**config.mk**
```make
export PLATFORM = sky130hd
export DESIGN_NAME = hbus_dual_port_top
export DESIGN_NICKNAME = d
export VERILOG_FILES = /design/src/hdl/hbus_pkg.sv /design/src/hdl/hbus_arbiter.sv /design/src/hdl/hbus_dual_port_top.sv /design/src/hdl/hbus_port_bridge.sv /design/src/hdl/hbus_sync_fifo.sv
export SDC_FILE = /design/constraint.sdc
export NUM_CORES = 1
export LEC_CHECK = 0
export BUFFER_PORTS_ARGS = -buffer_cell sky130_fd_sc_hd__clkbuf_2
export CORE_MARGIN = 1
export CORE_UTILIZATION = 50
export CTS_CLUSTER_SIZE = 40
export DETAILED_ROUTE_END_ITERATION = 10
export GPL_TIMING_DRIVEN = 0
export PLACE_DENSITY = 0.69
export SYNTH_ARGS = -nofsm -noshare
export SYNTH_HDL_FRONTEND = slang
export SYNTH_SLANG_ARGS = --single-unit
```
**constraint.sdc**
```tcl
create_clock -name clk -period 10.1 [get_ports clk]
set_clock_uncertainty 0.15 [all_clocks]
set_input_delay 2.02 -clock clk [delete_from_list [all_inputs] [get_ports clk]]
set_output_delay 2.02 -clock clk [all_outputs]
set_load 0.01 [all_outputs]
```
**src/hdl/hbus_pkg.sv**
```systemverilog
`default_nettype none

package hbus_pkg;

  // Width of one beat on the native memory interface
  localparam int HBUS_DATA_W = 16;

  // Bus-side state of one port bridge
  typedef enum logic [1:0] {
    // No command pending
    IDLE  = 2'd0,
    // Waiting for the arbiter grant
    REQ   = 2'd1,
    // Collecting read beats
    READ  = 2'd2,
    // Sending write beats
    WRITE = 2'd3
  } bridge_state_t;

  // Request opcode stored in the command FIFO
  typedef enum logic {
    CMD_WRITE = 1'b0,
    CMD_READ  = 1'b1
  } hbus_cmd_t;

endpackage

`default_nettype wire

```
**src/hdl/hbus_arbiter.sv**
```systemverilog
`timescale 1ns/1ps
`default_nettype none

module hbus_arbiter #(
  parameter int HBUS_ADDR_WIDTH = 16
) (
  input  wire                              clk,
  input  wire                              hbus_rst,
  input  wire  [1:0]                       req_i,
  output logic [1:0]                       gnt_o,

  // Port 0
  input  wire                              p0_rrq_i,
  input  wire                              p0_wrq_i,
  input  wire  [HBUS_ADDR_WIDTH-1:0]       p0_adr_i,
  input  wire  [hbus_pkg::HBUS_DATA_W-1:0] p0_dat_i,
  output logic                             p0_ready_o,
  output logic                             p0_valid_o,
  output logic [hbus_pkg::HBUS_DATA_W-1:0] p0_dat_o,

  // Port 1
  input  wire                              p1_rrq_i,
  input  wire                              p1_wrq_i,
  input  wire  [HBUS_ADDR_WIDTH-1:0]       p1_adr_i,
  input  wire  [hbus_pkg::HBUS_DATA_W-1:0] p1_dat_i,
  output logic                             p1_ready_o,
  output logic                             p1_valid_o,
  output logic [hbus_pkg::HBUS_DATA_W-1:0] p1_dat_o,

  // Shared native bus
  input  wire                              hbus_ready_i,
  input  wire                              hbus_valid_i,
  input  wire                              hbus_busy_i,
  input  wire  [hbus_pkg::HBUS_DATA_W-1:0] hbus_dat_i,
  output logic                             hbus_rrq_o,
  output logic                             hbus_wrq_o,
  output logic [HBUS_ADDR_WIDTH-1:0]       hbus_adr_o,
  output logic [hbus_pkg::HBUS_DATA_W-1:0] hbus_dat_o
);

  // Index of the port that owned the bus last
  logic last_q;
  logic pick;
  logic bus_free;

  assign bus_free = (gnt_o == 2'b00);

  // On a tie the port not served last wins
  always_comb begin
    if (req_i == 2'b11) begin
      pick = ~last_q;
    end else begin
      pick = req_i[1];
    end
  end

  always_ff @(posedge clk or posedge hbus_rst) begin
    if (hbus_rst) begin
      gnt_o  <= 2'b00;
      last_q <= 1'b1;
    end else if (bus_free) begin
      if (~hbus_busy_i && (req_i != 2'b00)) begin
        gnt_o  <= pick ? 2'b10 : 2'b01;
        last_q <= pick;
      end
    end else if ((gnt_o & req_i) == 2'b00) begin
      // Owner has let go of its request
      gnt_o <= 2'b00;
    end
  end

  // Owner drives the shared bus, idle bus stays quiet
  always_comb begin
    hbus_rrq_o = 1'b0;
    hbus_wrq_o = 1'b0;
    hbus_adr_o = '0;
    hbus_dat_o = '0;
    case (gnt_o)
      2'b01: begin
        hbus_rrq_o = p0_rrq_i;
        hbus_wrq_o = p0_wrq_i;
        hbus_adr_o = p0_adr_i;
        hbus_dat_o = p0_dat_i;
      end
      2'b10: begin
        hbus_rrq_o = p1_rrq_i;
        hbus_wrq_o = p1_wrq_i;
        hbus_adr_o = p1_adr_i;
        hbus_dat_o = p1_dat_i;
      end
      default: ;
    endcase
  end

  // Responses reach the owner only
  assign p0_ready_o = gnt_o[0] & hbus_ready_i;
  assign p0_valid_o = gnt_o[0] & hbus_valid_i;
  assign p0_dat_o   = gnt_o[0] ? hbus_dat_i : '0;
  assign p1_ready_o = gnt_o[1] & hbus_ready_i;
  assign p1_valid_o = gnt_o[1] & hbus_valid_i;
  assign p1_dat_o   = gnt_o[1] ? hbus_dat_i : '0;

endmodule

`default_nettype wire

```
**src/hdl/hbus_dual_port_top.sv**
```systemverilog
`timescale 1ns/1ps
`default_nettype none

module hbus_dual_port_top #(
  parameter int FIFO_DATA_WIDTH = 32,
  parameter int HBUS_ADDR_WIDTH = 16,
  parameter int FIFO_ASIZE      = 3
) (
  input  wire                              clk,
  input  wire                              hbus_rst,

  // User port 0
  input  wire                              p0_rrq_i,
  input  wire                              p0_wrq_i,
  input  wire  [HBUS_ADDR_WIDTH-1:0]       p0_adr_i,
  input  wire  [FIFO_DATA_WIDTH-1:0]       p0_tx_dat_i,
  output logic                             p0_tx_ready_o,
  output logic                             p0_rx_valid_o,
  output logic [FIFO_DATA_WIDTH-1:0]       p0_rx_dat_o,

  // User port 1
  input  wire                              p1_rrq_i,
  input  wire                              p1_wrq_i,
  input  wire  [HBUS_ADDR_WIDTH-1:0]       p1_adr_i,
  input  wire  [FIFO_DATA_WIDTH-1:0]       p1_tx_dat_i,
  output logic                             p1_tx_ready_o,
  output logic                             p1_rx_valid_o,
  output logic [FIFO_DATA_WIDTH-1:0]       p1_rx_dat_o,

  // Native memory interface
  input  wire  [hbus_pkg::HBUS_DATA_W-1:0] hbus_dat_i,
  input  wire                              hbus_ready_i,
  input  wire                              hbus_valid_i,
  input  wire                              hbus_busy_i,
  output logic [HBUS_ADDR_WIDTH-1:0]       hbus_adr_o,
  output logic [hbus_pkg::HBUS_DATA_W-1:0] hbus_dat_o,
  output logic                             hbus_rrq_o,
  output logic                             hbus_wrq_o
);

  import hbus_pkg::*;

  logic [1:0]                 bus_req;
  logic [1:0]                 bus_gnt;

  // Bridge to arbiter, one set per port
  logic                       p0_bus_rrq;
  logic                       p0_bus_wrq;
  logic [HBUS_ADDR_WIDTH-1:0] p0_bus_adr;
  logic [HBUS_DATA_W-1:0]     p0_bus_wdat;
  logic                       p0_bus_ready;
  logic                       p0_bus_valid;
  logic [HBUS_DATA_W-1:0]     p0_bus_rdat;

  logic                       p1_bus_rrq;
  logic                       p1_bus_wrq;
  logic [HBUS_ADDR_WIDTH-1:0] p1_bus_adr;
  logic [HBUS_DATA_W-1:0]     p1_bus_wdat;
  logic                       p1_bus_ready;
  logic                       p1_bus_valid;
  logic [HBUS_DATA_W-1:0]     p1_bus_rdat;

  hbus_port_bridge #(
    .FIFO_DATA_WIDTH (FIFO_DATA_WIDTH),
    .HBUS_ADDR_WIDTH (HBUS_ADDR_WIDTH),
    .FIFO_ASIZE      (FIFO_ASIZE)
  ) port0 (
    .clk         (clk),
    .hbus_rst    (hbus_rst),
    .rrq_i       (p0_rrq_i),
    .wrq_i       (p0_wrq_i),
    .adr_i       (p0_adr_i),
    .tx_dat_i    (p0_tx_dat_i),
    .tx_ready_o  (p0_tx_ready_o),
    .rx_valid_o  (p0_rx_valid_o),
    .rx_dat_o    (p0_rx_dat_o),
    .bus_req_o   (bus_req[0]),
    .bus_gnt_i   (bus_gnt[0]),
    .bus_rrq_o   (p0_bus_rrq),
    .bus_wrq_o   (p0_bus_wrq),
    .bus_adr_o   (p0_bus_adr),
    .bus_dat_o   (p0_bus_wdat),
    .bus_ready_i (p0_bus_ready),
    .bus_valid_i (p0_bus_valid),
    .bus_dat_i   (p0_bus_rdat)
  );

  hbus_port_bridge #(
    .FIFO_DATA_WIDTH (FIFO_DATA_WIDTH),
    .HBUS_ADDR_WIDTH (HBUS_ADDR_WIDTH),
    .FIFO_ASIZE      (FIFO_ASIZE)
  ) port1 (
    .clk         (clk),
    .hbus_rst    (hbus_rst),
    .rrq_i       (p1_rrq_i),
    .wrq_i       (p1_wrq_i),
    .adr_i       (p1_adr_i),
    .tx_dat_i    (p1_tx_dat_i),
    .tx_ready_o  (p1_tx_ready_o),
    .rx_valid_o  (p1_rx_valid_o),
    .rx_dat_o    (p1_rx_dat_o),
    .bus_req_o   (bus_req[1]),
    .bus_gnt_i   (bus_gnt[1]),
    .bus_rrq_o   (p1_bus_rrq),
    .bus_wrq_o   (p1_bus_wrq),
    .bus_adr_o   (p1_bus_adr),
    .bus_dat_o   (p1_bus_wdat),
    .bus_ready_i (p1_bus_ready),
    .bus_valid_i (p1_bus_valid),
    .bus_dat_i   (p1_bus_rdat)
  );

  hbus_arbiter #(
    .HBUS_ADDR_WIDTH (HBUS_ADDR_WIDTH)
  ) arbiter (
    .clk          (clk),
    .hbus_rst     (hbus_rst),
    .req_i        (bus_req),
    .gnt_o        (bus_gnt),
    .p0_rrq_i     (p0_bus_rrq),
    .p0_wrq_i     (p0_bus_wrq),
    .p0_adr_i     (p0_bus_adr),
    .p0_dat_i     (p0_bus_wdat),
    .p0_ready_o   (p0_bus_ready),
    .p0_valid_o   (p0_bus_valid),
    .p0_dat_o     (p0_bus_rdat),
    .p1_rrq_i     (p1_bus_rrq),
    .p1_wrq_i     (p1_bus_wrq),
    .p1_adr_i     (p1_bus_adr),
    .p1_dat_i     (p1_bus_wdat),
    .p1_ready_o   (p1_bus_ready),
    .p1_valid_o   (p1_bus_valid),
    .p1_dat_o     (p1_bus_rdat),
    .hbus_ready_i (hbus_ready_i),
    .hbus_valid_i (hbus_valid_i),
    .hbus_busy_i  (hbus_busy_i),
    .hbus_dat_i   (hbus_dat_i),
    .hbus_rrq_o   (hbus_rrq_o),
    .hbus_wrq_o   (hbus_wrq_o),
    .hbus_adr_o   (hbus_adr_o),
    .hbus_dat_o   (hbus_dat_o)
  );

endmodule

`default_nettype wire

```
**src/hdl/hbus_port_bridge.sv**
```systemverilog
`timescale 1ns/1ps
`default_nettype none

module hbus_port_bridge #(
  parameter int FIFO_DATA_WIDTH = 32,
  parameter int HBUS_ADDR_WIDTH = 16,
  parameter int FIFO_ASIZE      = 3
) (
  input  wire                             clk,
  input  wire                             hbus_rst,

  // User side
  input  wire                             rrq_i,
  input  wire                             wrq_i,
  input  wire [HBUS_ADDR_WIDTH-1:0]       adr_i,
  input  wire [FIFO_DATA_WIDTH-1:0]       tx_dat_i,
  output logic                            tx_ready_o,
  output logic                            rx_valid_o,
  output logic [FIFO_DATA_WIDTH-1:0]      rx_dat_o,

  // Arbiter side
  output logic                            bus_req_o,
  input  wire                             bus_gnt_i,
  output logic                            bus_rrq_o,
  output logic                            bus_wrq_o,
  output logic [HBUS_ADDR_WIDTH-1:0]      bus_adr_o,
  output logic [hbus_pkg::HBUS_DATA_W-1:0] bus_dat_o,
  input  wire                             bus_ready_i,
  input  wire                             bus_valid_i,
  input  wire [hbus_pkg::HBUS_DATA_W-1:0] bus_dat_i
);

  import hbus_pkg::*;

  // Bus beats per user word
  localparam int BEATS = FIFO_DATA_WIDTH / HBUS_DATA_W;
  localparam int CNT_W = $clog2(BEATS + 1);
  localparam int CMD_W = HBUS_ADDR_WIDTH + 1;

  bridge_state_t              state;
  logic [CNT_W-1:0]           beat_cnt;
  logic                       busy;
  logic                       accept;
  hbus_cmd_t                  req_op;
  hbus_cmd_t                  cmd_op;
  logic                       cmd_ready;
  logic                       start;
  logic                       wr_beat;
  logic                       rd_beat;

  logic                       cmd_winc;
  logic                       cmd_rinc;
  logic                       cmd_wfull;
  logic                       cmd_rempty;
  logic [CMD_W-1:0]           cmd_wdata;
  logic [CMD_W-1:0]           cmd_rdata;

  logic                       tx_winc;
  logic                       tx_rinc;
  logic                       tx_wfull;
  logic                       tx_rempty;
  logic [FIFO_DATA_WIDTH-1:0] tx_rdata;

  logic                       rx_winc;
  logic                       rx_rinc;
  logic                       rx_wfull;
  logic                       rx_rempty;

  logic [FIFO_DATA_WIDTH-1:0] tx_shift;
  logic [FIFO_DATA_WIDTH-1:0] rx_shift;

  // User side, read wins if both strobes arrive together
  assign req_op    = rrq_i ? CMD_READ : CMD_WRITE;
  assign accept    = ~busy & (rrq_i | wrq_i) & ~cmd_wfull & ~tx_wfull;
  assign cmd_winc  = accept;
  assign cmd_wdata = {req_op, adr_i};
  assign tx_winc   = accept & (req_op == CMD_WRITE);

  always_ff @(posedge clk or posedge hbus_rst) begin
    if (hbus_rst) begin
      busy <= 1'b0;
    end else if (accept) begin
      busy <= 1'b1;
    end else if (tx_ready_o | rx_valid_o) begin
      busy <= 1'b0;
    end
  end

  hbus_sync_fifo #(.DSIZE(CMD_W), .ASIZE(FIFO_ASIZE)) cmd_fifo (
    .clk      (clk),
    .hbus_rst (hbus_rst),
    .winc_i   (cmd_winc),
    .wdata_i  (cmd_wdata),
    .rinc_i   (cmd_rinc),
    .rdata_o  (cmd_rdata),
    .wfull_o  (cmd_wfull),
    .rempty_o (cmd_rempty)
  );

  hbus_sync_fifo #(.DSIZE(FIFO_DATA_WIDTH), .ASIZE(FIFO_ASIZE)) tx_fifo (
    .clk      (clk),
    .hbus_rst (hbus_rst),
    .winc_i   (tx_winc),
    .wdata_i  (tx_dat_i),
    .rinc_i   (tx_rinc),
    .rdata_o  (tx_rdata),
    .wfull_o  (tx_wfull),
    .rempty_o (tx_rempty)
  );

  hbus_sync_fifo #(.DSIZE(FIFO_DATA_WIDTH), .ASIZE(FIFO_ASIZE)) rx_fifo (
    .clk      (clk),
    .hbus_rst (hbus_rst),
    .winc_i   (rx_winc),
    .wdata_i  (rx_shift),
    .rinc_i   (rx_rinc),
    .rdata_o  (rx_dat_o),
    .wfull_o  (rx_wfull),
    .rempty_o (rx_rempty)
  );

  // A write needs its data word queued as well
  assign cmd_op    = hbus_cmd_t'(cmd_rdata[CMD_W-1]);
  assign cmd_ready = ~cmd_rempty & ((cmd_op == CMD_READ) | ~tx_rempty);

  assign start    = (state == REQ) & bus_gnt_i;
  assign cmd_rinc = start;
  assign tx_rinc  = start & (cmd_op == CMD_WRITE);
  assign wr_beat  = (state == WRITE) & (beat_cnt != '0) & bus_ready_i;
  assign rd_beat  = (state == READ) & (beat_cnt != '0) & bus_valid_i;

  // Assembled word goes to the RX FIFO in the closing cycle
  assign rx_winc    = (state == READ) & (beat_cnt == '0) & ~rx_wfull;
  assign rx_rinc    = ~rx_rempty;
  assign rx_valid_o = ~rx_rempty;

  // Most significant beat leaves first
  assign bus_dat_o = tx_shift[FIFO_DATA_WIDTH-1 -: HBUS_DATA_W];

  always_ff @(posedge clk or posedge hbus_rst) begin
    if (hbus_rst) begin
      state      <= IDLE;
      beat_cnt   <= '0;
      bus_req_o  <= 1'b0;
      bus_rrq_o  <= 1'b0;
      bus_wrq_o  <= 1'b0;
      tx_ready_o <= 1'b0;
    end else begin
      tx_ready_o <= 1'b0;
      case (state)
        IDLE: begin
          if (cmd_ready) begin
            bus_req_o <= 1'b1;
            state     <= REQ;
          end
        end
        REQ: begin
          if (bus_gnt_i) begin
            beat_cnt <= CNT_W'(BEATS);
            if (cmd_op == CMD_WRITE) begin
              bus_wrq_o <= 1'b1;
              state     <= WRITE;
            end else begin
              bus_rrq_o <= 1'b1;
              state     <= READ;
            end
          end
        end
        READ: begin
          if (beat_cnt == '0) begin
            bus_req_o <= 1'b0;
            state     <= IDLE;
          end else if (rd_beat) begin
            beat_cnt <= beat_cnt - 1'b1;
            if (beat_cnt == CNT_W'(1)) begin
              bus_rrq_o <= 1'b0;
            end
          end
        end
        WRITE: begin
          if (beat_cnt == '0) begin
            bus_req_o  <= 1'b0;
            tx_ready_o <= 1'b1;
            state      <= IDLE;
          end else if (wr_beat) begin
            beat_cnt <= beat_cnt - 1'b1;
            if (beat_cnt == CNT_W'(1)) begin
              bus_wrq_o <= 1'b0;
            end
          end
        end
        default: state <= IDLE;
      endcase
    end
  end

  // Address and data shift registers
  always_ff @(posedge clk) begin
    if (start) begin
      bus_adr_o <= cmd_rdata[HBUS_ADDR_WIDTH-1:0];
      tx_shift  <= tx_rdata;
      rx_shift  <= '0;
    end else if (wr_beat) begin
      tx_shift <= tx_shift << HBUS_DATA_W;
    end else if (rd_beat) begin
      rx_shift <= (rx_shift << HBUS_DATA_W) | FIFO_DATA_WIDTH'(bus_dat_i);
    end
  end

endmodule

`default_nettype wire

```
**src/hdl/hbus_sync_fifo.sv**
```systemverilog
`timescale 1ns/1ps
`default_nettype none

module hbus_sync_fifo #(
  parameter int DSIZE = 32,
  parameter int ASIZE = 3
) (
  input  wire              clk,
  input  wire              hbus_rst,
  input  wire              winc_i,
  input  wire [DSIZE-1:0]  wdata_i,
  input  wire              rinc_i,
  output logic [DSIZE-1:0] rdata_o,
  output logic             wfull_o,
  output logic             rempty_o
);

  localparam int DEPTH = 2 ** ASIZE;

  logic [DSIZE-1:0] mem [DEPTH];

  // Pointers carry one extra wrap bit to tell full from empty
  logic [ASIZE:0] wptr;
  logic [ASIZE:0] rptr;
  logic           do_write;
  logic           do_read;

  assign wfull_o  = (wptr[ASIZE] != rptr[ASIZE]) &&
                    (wptr[ASIZE-1:0] == rptr[ASIZE-1:0]);
  assign rempty_o = (wptr == rptr);

  assign do_write = winc_i & ~wfull_o;
  assign do_read  = rinc_i & ~rempty_o;

  // Show-ahead data, the head entry is visible before the pop
  assign rdata_o = mem[rptr[ASIZE-1:0]];

  always_ff @(posedge clk or posedge hbus_rst) begin
    if (hbus_rst) begin
      wptr <= '0;
    end else if (do_write) begin
      wptr <= wptr + 1'b1;
    end
  end

  always_ff @(posedge clk or posedge hbus_rst) begin
    if (hbus_rst) begin
      rptr <= '0;
    end else if (do_read) begin
      rptr <= rptr + 1'b1;
    end
  end

  // Storage array
  always_ff @(posedge clk) begin
    if (do_write) begin
      mem[wptr[ASIZE-1:0]] <= wdata_i;
    end
  end

endmodule

`default_nettype wire

```
==> impl_metrics.json, run 1 <==
{
  "outcome": "completed",
  "fin_util_pct": 58.5,
  "finalNonFillerCells": 4959,
  "rows": 125,
  "placed_area_um2": 63000,
  "worstMarginPinSlew_ns": 1.12,
  "post_cts_buffers": 0,
  "first_iter_violations": 2861,
  "report.final.slew_viol_count": 0,
  "worstSetupStartpointType": "register",
  "cts_resized": 0,
  "htree_levels": 4,
  "syn_avg_cell_area_um2": 20.6,
  "post-route-cell-area_um2": 67800,
  "grt_max_degree": 70,
  "fin_crit_ns": 5.90,
  "cts.clk_slew.worst_paths_ns": 0.06,
  "slowest_stage": "ha_1",
  "critPathMostFrequentCell": "clkbuf_1",
  "grt_pass1_vias": 29800,
  "wl_um": 131000,
  "cts.root.buffer_cell": "clkbuf_16",
  "period_share_pct": 58.5,
  "worst_hold_path_type": "register to register",
  "nets": 3444,
  "crit_path_end_kind": "primary output",
  "area_growth_syn_to_layout_pct": 16.1,
  "insertion_delay_ns": 0.76,
  "routedWlPerCell_um": 26.4,
  "multiInputGateArea_um2": 13100,
  "maxCapViolations": 0,
  "yosysSeqAreaShare_pct": 76.7,
  "drt_first_pass_iters": 5,
  "synthArstFlopShare_pct": 4.52,
  "synth_nets": 2970,
  "min_path_cells": 1,
  "grt_pass1_wl_um": 193000,
  "ctsHoldBuffers": 0,
  "ys.flop_type": "edfxtp_1",
  "seqCellArea_um2": 44800,
  "fp.dieArea_um2": 118000,
  "coreArea_um2": 116000,
  "dp_cells": 4674,
  "antenna_found_initial": 19,
  "cts_num_sinks": 1525,
  "globalplace.congestion": 0.839,
  "hold_start": "port1.cmd_fifo.wptr[3]",
  "clockBufferDepth": 3,
  "yosysUniqueCellTypes": 56,
  "syn_area_um2": 58400,
  "cts_tree": "done",
  "vias": 28800,
  "design_power_total_mw": 12.3,
  "ys_ff_latch": 1525,
  "r2r-end": "port1.tx_fifo.mem[6][4]",
  "die_x_um": 344,
  "power_density_nw_per_um2": 182,
  "reg2reg_setup_slack_ns": 6.59,
  "setup-tns-final_ns": 0,
  "ios": 223,
  "final_antenna_net_count": 0,
  "max_stage_delay_ns": 0.58,
  "ys_warn_count": 0,
  "reg2reg_from": "port1.tx_fifo.rptr[2]",
  "ir_drop_v": 0.000158,
  "synth_edf_count": 1392,
  "hold_slack_ns": 0.341,
  "rsz0062_at_grt": "false",
  "min_to": "port1.cmd_fifo.wptr[3]",
  "crit_arrival_ns": 3.73,
  "finalHoldViolCount": 0,
  "start_util_pct": 50.4,
  "worstRegToRegCells": 9,
  "drive_gt1_share_pct": 32.0,
  "fin_ws_ns": 4.20,
  "via_per_inst": 5.81,
  "portBuffers": 222,
  "power.leakage_nw": 20.2,
  "pre_cts_ws_ns": 4.99,
  "fill_cells": 8241,
  "max_freq_ghz": 0.169,
  "syn_inst": 2830,
  "path_class": "register to primary output",
  "cp_max_fo": 10,
  "critPathRequiredTime_ns": 7.93,
  "post-dp-hpwl_um": 89000,
  "grt_remaining_overflow": 0,
  "cts_buffers": 152,
  "drc": 0,
  "path_cells": "clkbuf_1 -> inv_1 -> ha_1 -> clkbuf_1 -> nor2b_1 -> clkbuf_2",
  "finalSetupViolations": 0,
  "grt.total_usage_pct": 22.5,
  "die_h_um": 344,
  "slew_headroom_pct": 25.3
}
-- flip-flops by register name (all words and copies together) (netlist names), 16 cells and up --
signal              cells
port0.bus_adr_o        16
port0.cmd_fifo.mem    136
port1.bus_adr_o        16
port1.cmd_fifo.mem    136
port0.tx_shift         32
port1.tx_shift         32
port0.tx_fifo.mem     256
port1.tx_fifo.mem     256
port0.rx_shift         32
port1.rx_shift         32
port0.rx_fifo.mem     256
port1.rx_fifo.mem     256
-- synth_stat cells, types with 7 or more instances --
master	number	area (µm²)
nor2b_1	36	225
dfxtp_1	64	1280
nand2b_1	14	87.6
nor3_1	17	85.1
buf_4	11	82.6
xnor2_1	46	403
o21ai_0	42	210
ha_1	19	238
nand2_1	177	664
a22oi_1	34	255
mux4_2	324	7300
buf_1	27	101
mux2_2	109	1230
nand3_1	26	130
clkbuf_1	67	251
inv_1	17	63.8
edfxtp_1	1392	41800
mux2i_1	66	661
xor2_1	14	123
nor2_1	56	210
a21oi_1	71	355
nand4_1	11	68.8
nand3b_1	7	52.6
nand4b_1	8	70.1
dfrtp_1	68	1700
buf_2	48	240
-- final cells by class --
class	count	area share (%)
flip-flops and latches	1525	66.1
multi-input cells	1128	19.3
clock buffers	212	6.35
repair buffers	320	3.45
well taps	1524	2.81
plain buffers	158	1.05
clock inverters	66	0.804
inverters	19	0.109
diodes	7	0.0258
-- worst max path at each step --
stage	slack (ns)	from	cells past startpoint	to
2_1_floorplan	3.66	p1_wrq_i	5	port1.tx_fifo.mem[4][0]
6_report	4.20	arbiter.gnt_o[1]	6	hbus_dat_o[12]
5_1_grt	4.00	arbiter.gnt_o[1]	6	hbus_dat_o[11]
3_5_place_dp	4.99	p1_rrq_i	9	port1.tx_fifo.mem[6][0]
4_1_cts	4.23	arbiter.gnt_o[1]	6	hbus_dat_o[4]
3_3_place_gp	-0.28	p1_rrq_i	6	port1.tx_fifo.mem[6][0]
-- worst max-delay path, delay by kind of cell (launching register included) --
kind,cells,cell delay [ns]
buf+inv,4,1.33
fa+ha+maj,1,0.58
flops,1,0.54
simple gates,1,0.53
-- metal layers --
metal,track usage (%),routed length (µm)
met4,6.17,2700
met2,37.4,65700
met1,30.2,52400
met5,0,168
met3,4.97,10200
-- where the power goes --
group / switching [mW] / total, mW / internal (mW)
Clock: 2.30 / 5.44 / 3.14
Sequential: 0 / 6.84 / 6.84
Combinational: 0.0505 / 0.0682 / 0.0177
Total: 2.35 / 12.3 / 10.0
-- logic make-up after synthesis --
| group | synth area share (%) |
|---|---|
| multiplexers | 15.8 |
| AO/OA/AOI/OAI | 1.71 |
| flip-flops | 76.7 |
| XOR/XNOR | 0.899 |
| buffers and inverters | 1.34 |
| adder cells (fa/ha/maj) | 0.407 |
| AND/OR/NAND/NOR | 3.12 |
-- layout by cell type (no fill, tap or decap), drive strengths merged, types with 7 or more instances in the layout --
| cell type | n |
|---|---|
| mux4 | 324 |
| clkinv | 46 |
| dfrtp | 68 |
| nor2 | 56 |
| dfxtp | 64 |
| clkbuf | 504 |
| a41oi | 8 |
| ha | 19 |
| mux2 | 111 |
| clkinvlp | 8 |
| nand4b | 8 |
| edfxtp | 1392 |
| xor2 | 14 |
| xnor2 | 46 |
| nand3b | 7 |
| nand2 | 177 |
| buf | 186 |
| o21ai | 44 |
| a21oi | 71 |
| inv | 25 |
| nand3 | 27 |
| nand4 | 11 |
| nand2b | 14 |
| mux2i | 68 |
| a22oi | 34 |
| nor2b | 36 |
| nor3 | 17 |
| diode | 7 |
Power figures use the tool's default switching activity.
==> run 2: changes to the inputs <==
--- a/config.mk
+++ b/config.mk
@@ -11,7 +11,7 @@
 export CTS_CLUSTER_SIZE = 40
 export DETAILED_ROUTE_END_ITERATION = 10
 export GPL_TIMING_DRIVEN = 0
-export PLACE_DENSITY = 0.69
+export PLACE_DENSITY = 0.71
 export SYNTH_ARGS = -nofsm -noshare
 export SYNTH_HDL_FRONTEND = slang
 export SYNTH_SLANG_ARGS = --single-unit
==> constraint.sdc (replaced) <==
create_clock -name clk -period 5 [get_ports clk]
set_clock_uncertainty 0.15 [all_clocks]
set_input_delay 1 -clock clk [delete_from_list [all_inputs] [get_ports clk]]
set_output_delay 1 -clock clk [all_outputs]
set_load 0.01 [all_outputs]
==> run 2 against run 1 <==
Net effect: non-clock buffer count shrank 1; core utilization shrank 0.055 points; die area unchanged; wire length decreased by 1.7%; cell count barely moved; hold slack got worse by 0.29 ns; flip-flop and latch count unchanged; sequential share of layout area increased by 0.062 points; critical endpoint is now hbus_dat_o[5]; largest power group unchanged; highest routed layer unchanged.
==> impl_metrics.json, run 2 (same netlist as run 1, synthesis figures left out) <==
{
  "nets": 3441,
  "die_h_um": 344,
  "vias": 28700,
  "globalplace.congestion": 0.844,
  "crit_path_end_kind": "primary output",
  "design_power_total_mw": 24.7,
  "cts_buffers": 150,
  "drt_first_pass_iters": 6,
  "fp.dieArea_um2": 118000,
  "finalHoldViolCount": 0,
  "via_per_inst": 5.79,
  "rows": 125,
  "dr_wl_met3_um": 11000,
  "grt_remaining_overflow": 0,
  "finalSetupViolations": 0,
  "max_stage_delay_ns": 0.50,
  "max_freq_ghz": 0.213,
  "clockBufferDepth": 3,
  "antenna_found_initial": 23,
  "cp_max_fo": 10,
  "cts.root.buffer_cell": "clkbuf_16",
  "area_growth_syn_to_layout_pct": 16.0,
  "rsz0062_at_grt": "false",
  "finalNonFillerCells": 4955,
  "report.final.slew_viol_count": 0,
  "pre_cts_ws_ns": 0.985,
  "first_iter_violations": 2921,
  "setup-tns-final_ns": 0,
  "drc": 0,
  "slowest_stage": "dfrtp_1",
  "wl_um": 129000,
  "maxCapViolations": 0,
  "worstSetupStartpointType": "register",
  "post_cts_buffers": 0,
  "final_common_cell": "edfxtp_1",
  "portBuffers": 222,
  "fin_util_pct": 58.4,
  "grt.total_usage_pct": 22.0,
  "final_antenna_net_count": 0,
  "slew_headroom_pct": 26.9,
  "critPathRequiredTime_ns": 3.85,
  "htree_levels": 4,
  "start_util_pct": 50.4,
  "fin_ws_ns": 0.308,
  "path_class": "register to primary output",
  "grt_pass1_vias": 28900,
  "wl_met2_um": 63300,
  "grt_max_degree": 62,
  "ir_drop_v": 0.000368,
  "cts.clk_slew.worst_paths_ns": 0.06,
  "cts_tree": "done",
  "path_cells": "clkbuf_2 -> inv_1 -> ha_1 -> clkbuf_1 -> clkbuf_1 -> a22oi_1 -> nor2b_1 -> clkbuf_2",
  "post-dp-hpwl_um": 85900,
  "wl_met1_um": 51400,
  "power_density_nw_per_um2": 364,
  "routed.top_layer": "met5",
  "final_cell_mix": "edfxtp_1, mux4_2, clkbuf_2",
  "coreArea_um2": 116000,
  "outcome": "completed",
  "crit_arrival_ns": 3.54,
  "grt_pass1_wl_um": 188000,
  "period_share_pct": 93.8,
  "insertion_delay_ns": 0.77,
  "routedWlPerCell_um": 26.0,
  "die_x_um": 344,
  "dp_cells": 4673,
  "power.leakage_nw": 20.1,
  "fin_crit_ns": 4.69,
  "drive_gt1_share_pct": 31.7,
  "ios": 223,
  "worst_hold_path_type": "input port to asynchronous set/reset pin",
  "cts_num_sinks": 1525,
  "worstMarginPinSlew_ns": 1.10
}
[run 2: where the power goes]
part | internal, mW | leakage [nW] | switching [mW]
Sequential | 13.8 | 12.7 | 0
Clock | 6.07 | 2.27 | 4.63
Combinational | 0.0381 | 5.16 | 0.104
Total | 19.9 | 20.1 | 4.73
[run 2: what timing repair did]
item | CTS | global route
endpoints found under the setup margin | 0 | 5
gates resized for setup | 0 | 2
hold buffers | 0 | 0
[run 2: routing by layer]
layer  vias to the layer above  global-route usage (%)
li1                      12400                       -
met1                     15000                    29.8
met5                         -                       0
met3                       208                    5.59
met4                        26                    6.24
met2                      1059                    35.6
[run 2: layout make-up]
class,count,area [µm²]
clock buffer,214,4210
buffer,158,717
tap,1524,1910
sequential,1525,44800
inverter,19,73.8
fill,8355,48300
timing repair buffer,319,2450
antenna,10,25.0
clock inverter,58,442
multi-input combinational,1128,13100
[run 2: worst paths after layout]
check	endpoint	cells after the start	slack [ns]	from
min reg2reg	port0.bus_rrq_o	1	0.33	port0.bus_rrq_o
min	port0.rx_fifo.rptr[3]	2	0.05	hbus_rst
max reg2reg	port1.rx_fifo.mem[1][20]	8	1.30	port1.state[1]
max in group asynchronous	arbiter.last_q	3	4.03	hbus_rst
max	hbus_dat_o[5]	8	0.31	arbiter.gnt_o[1]
min in group clk	port0.bus_rrq_o	1	0.33	port0.bus_rrq_o
[run 2: metrics by stage]
| step | hold WS (ns) | instance area (µm²) |
|---|---|---|
| 2_1_floorplan | 0.300 | 58400 |
| 3_3_place_gp | 0.313 | 61500 |
| 3_5_place_dp | 0.323 | 63100 |
| 4_1_cts | 0.00391 | 67800 |
| 5_1_grt | 0.0347 | 67800 |
| 6_report | 0.0525 | 67800 |
[run 2: critical path: cells and delay by family, from the launching register on]
family / cells / cell delay (ns)
fa+ha+maj: 1 / 0.15
buf+inv: 5 / 1.52
simple gates: 1 / 0.48
compound gates: 1 / 0.14
flops: 1 / 0.50
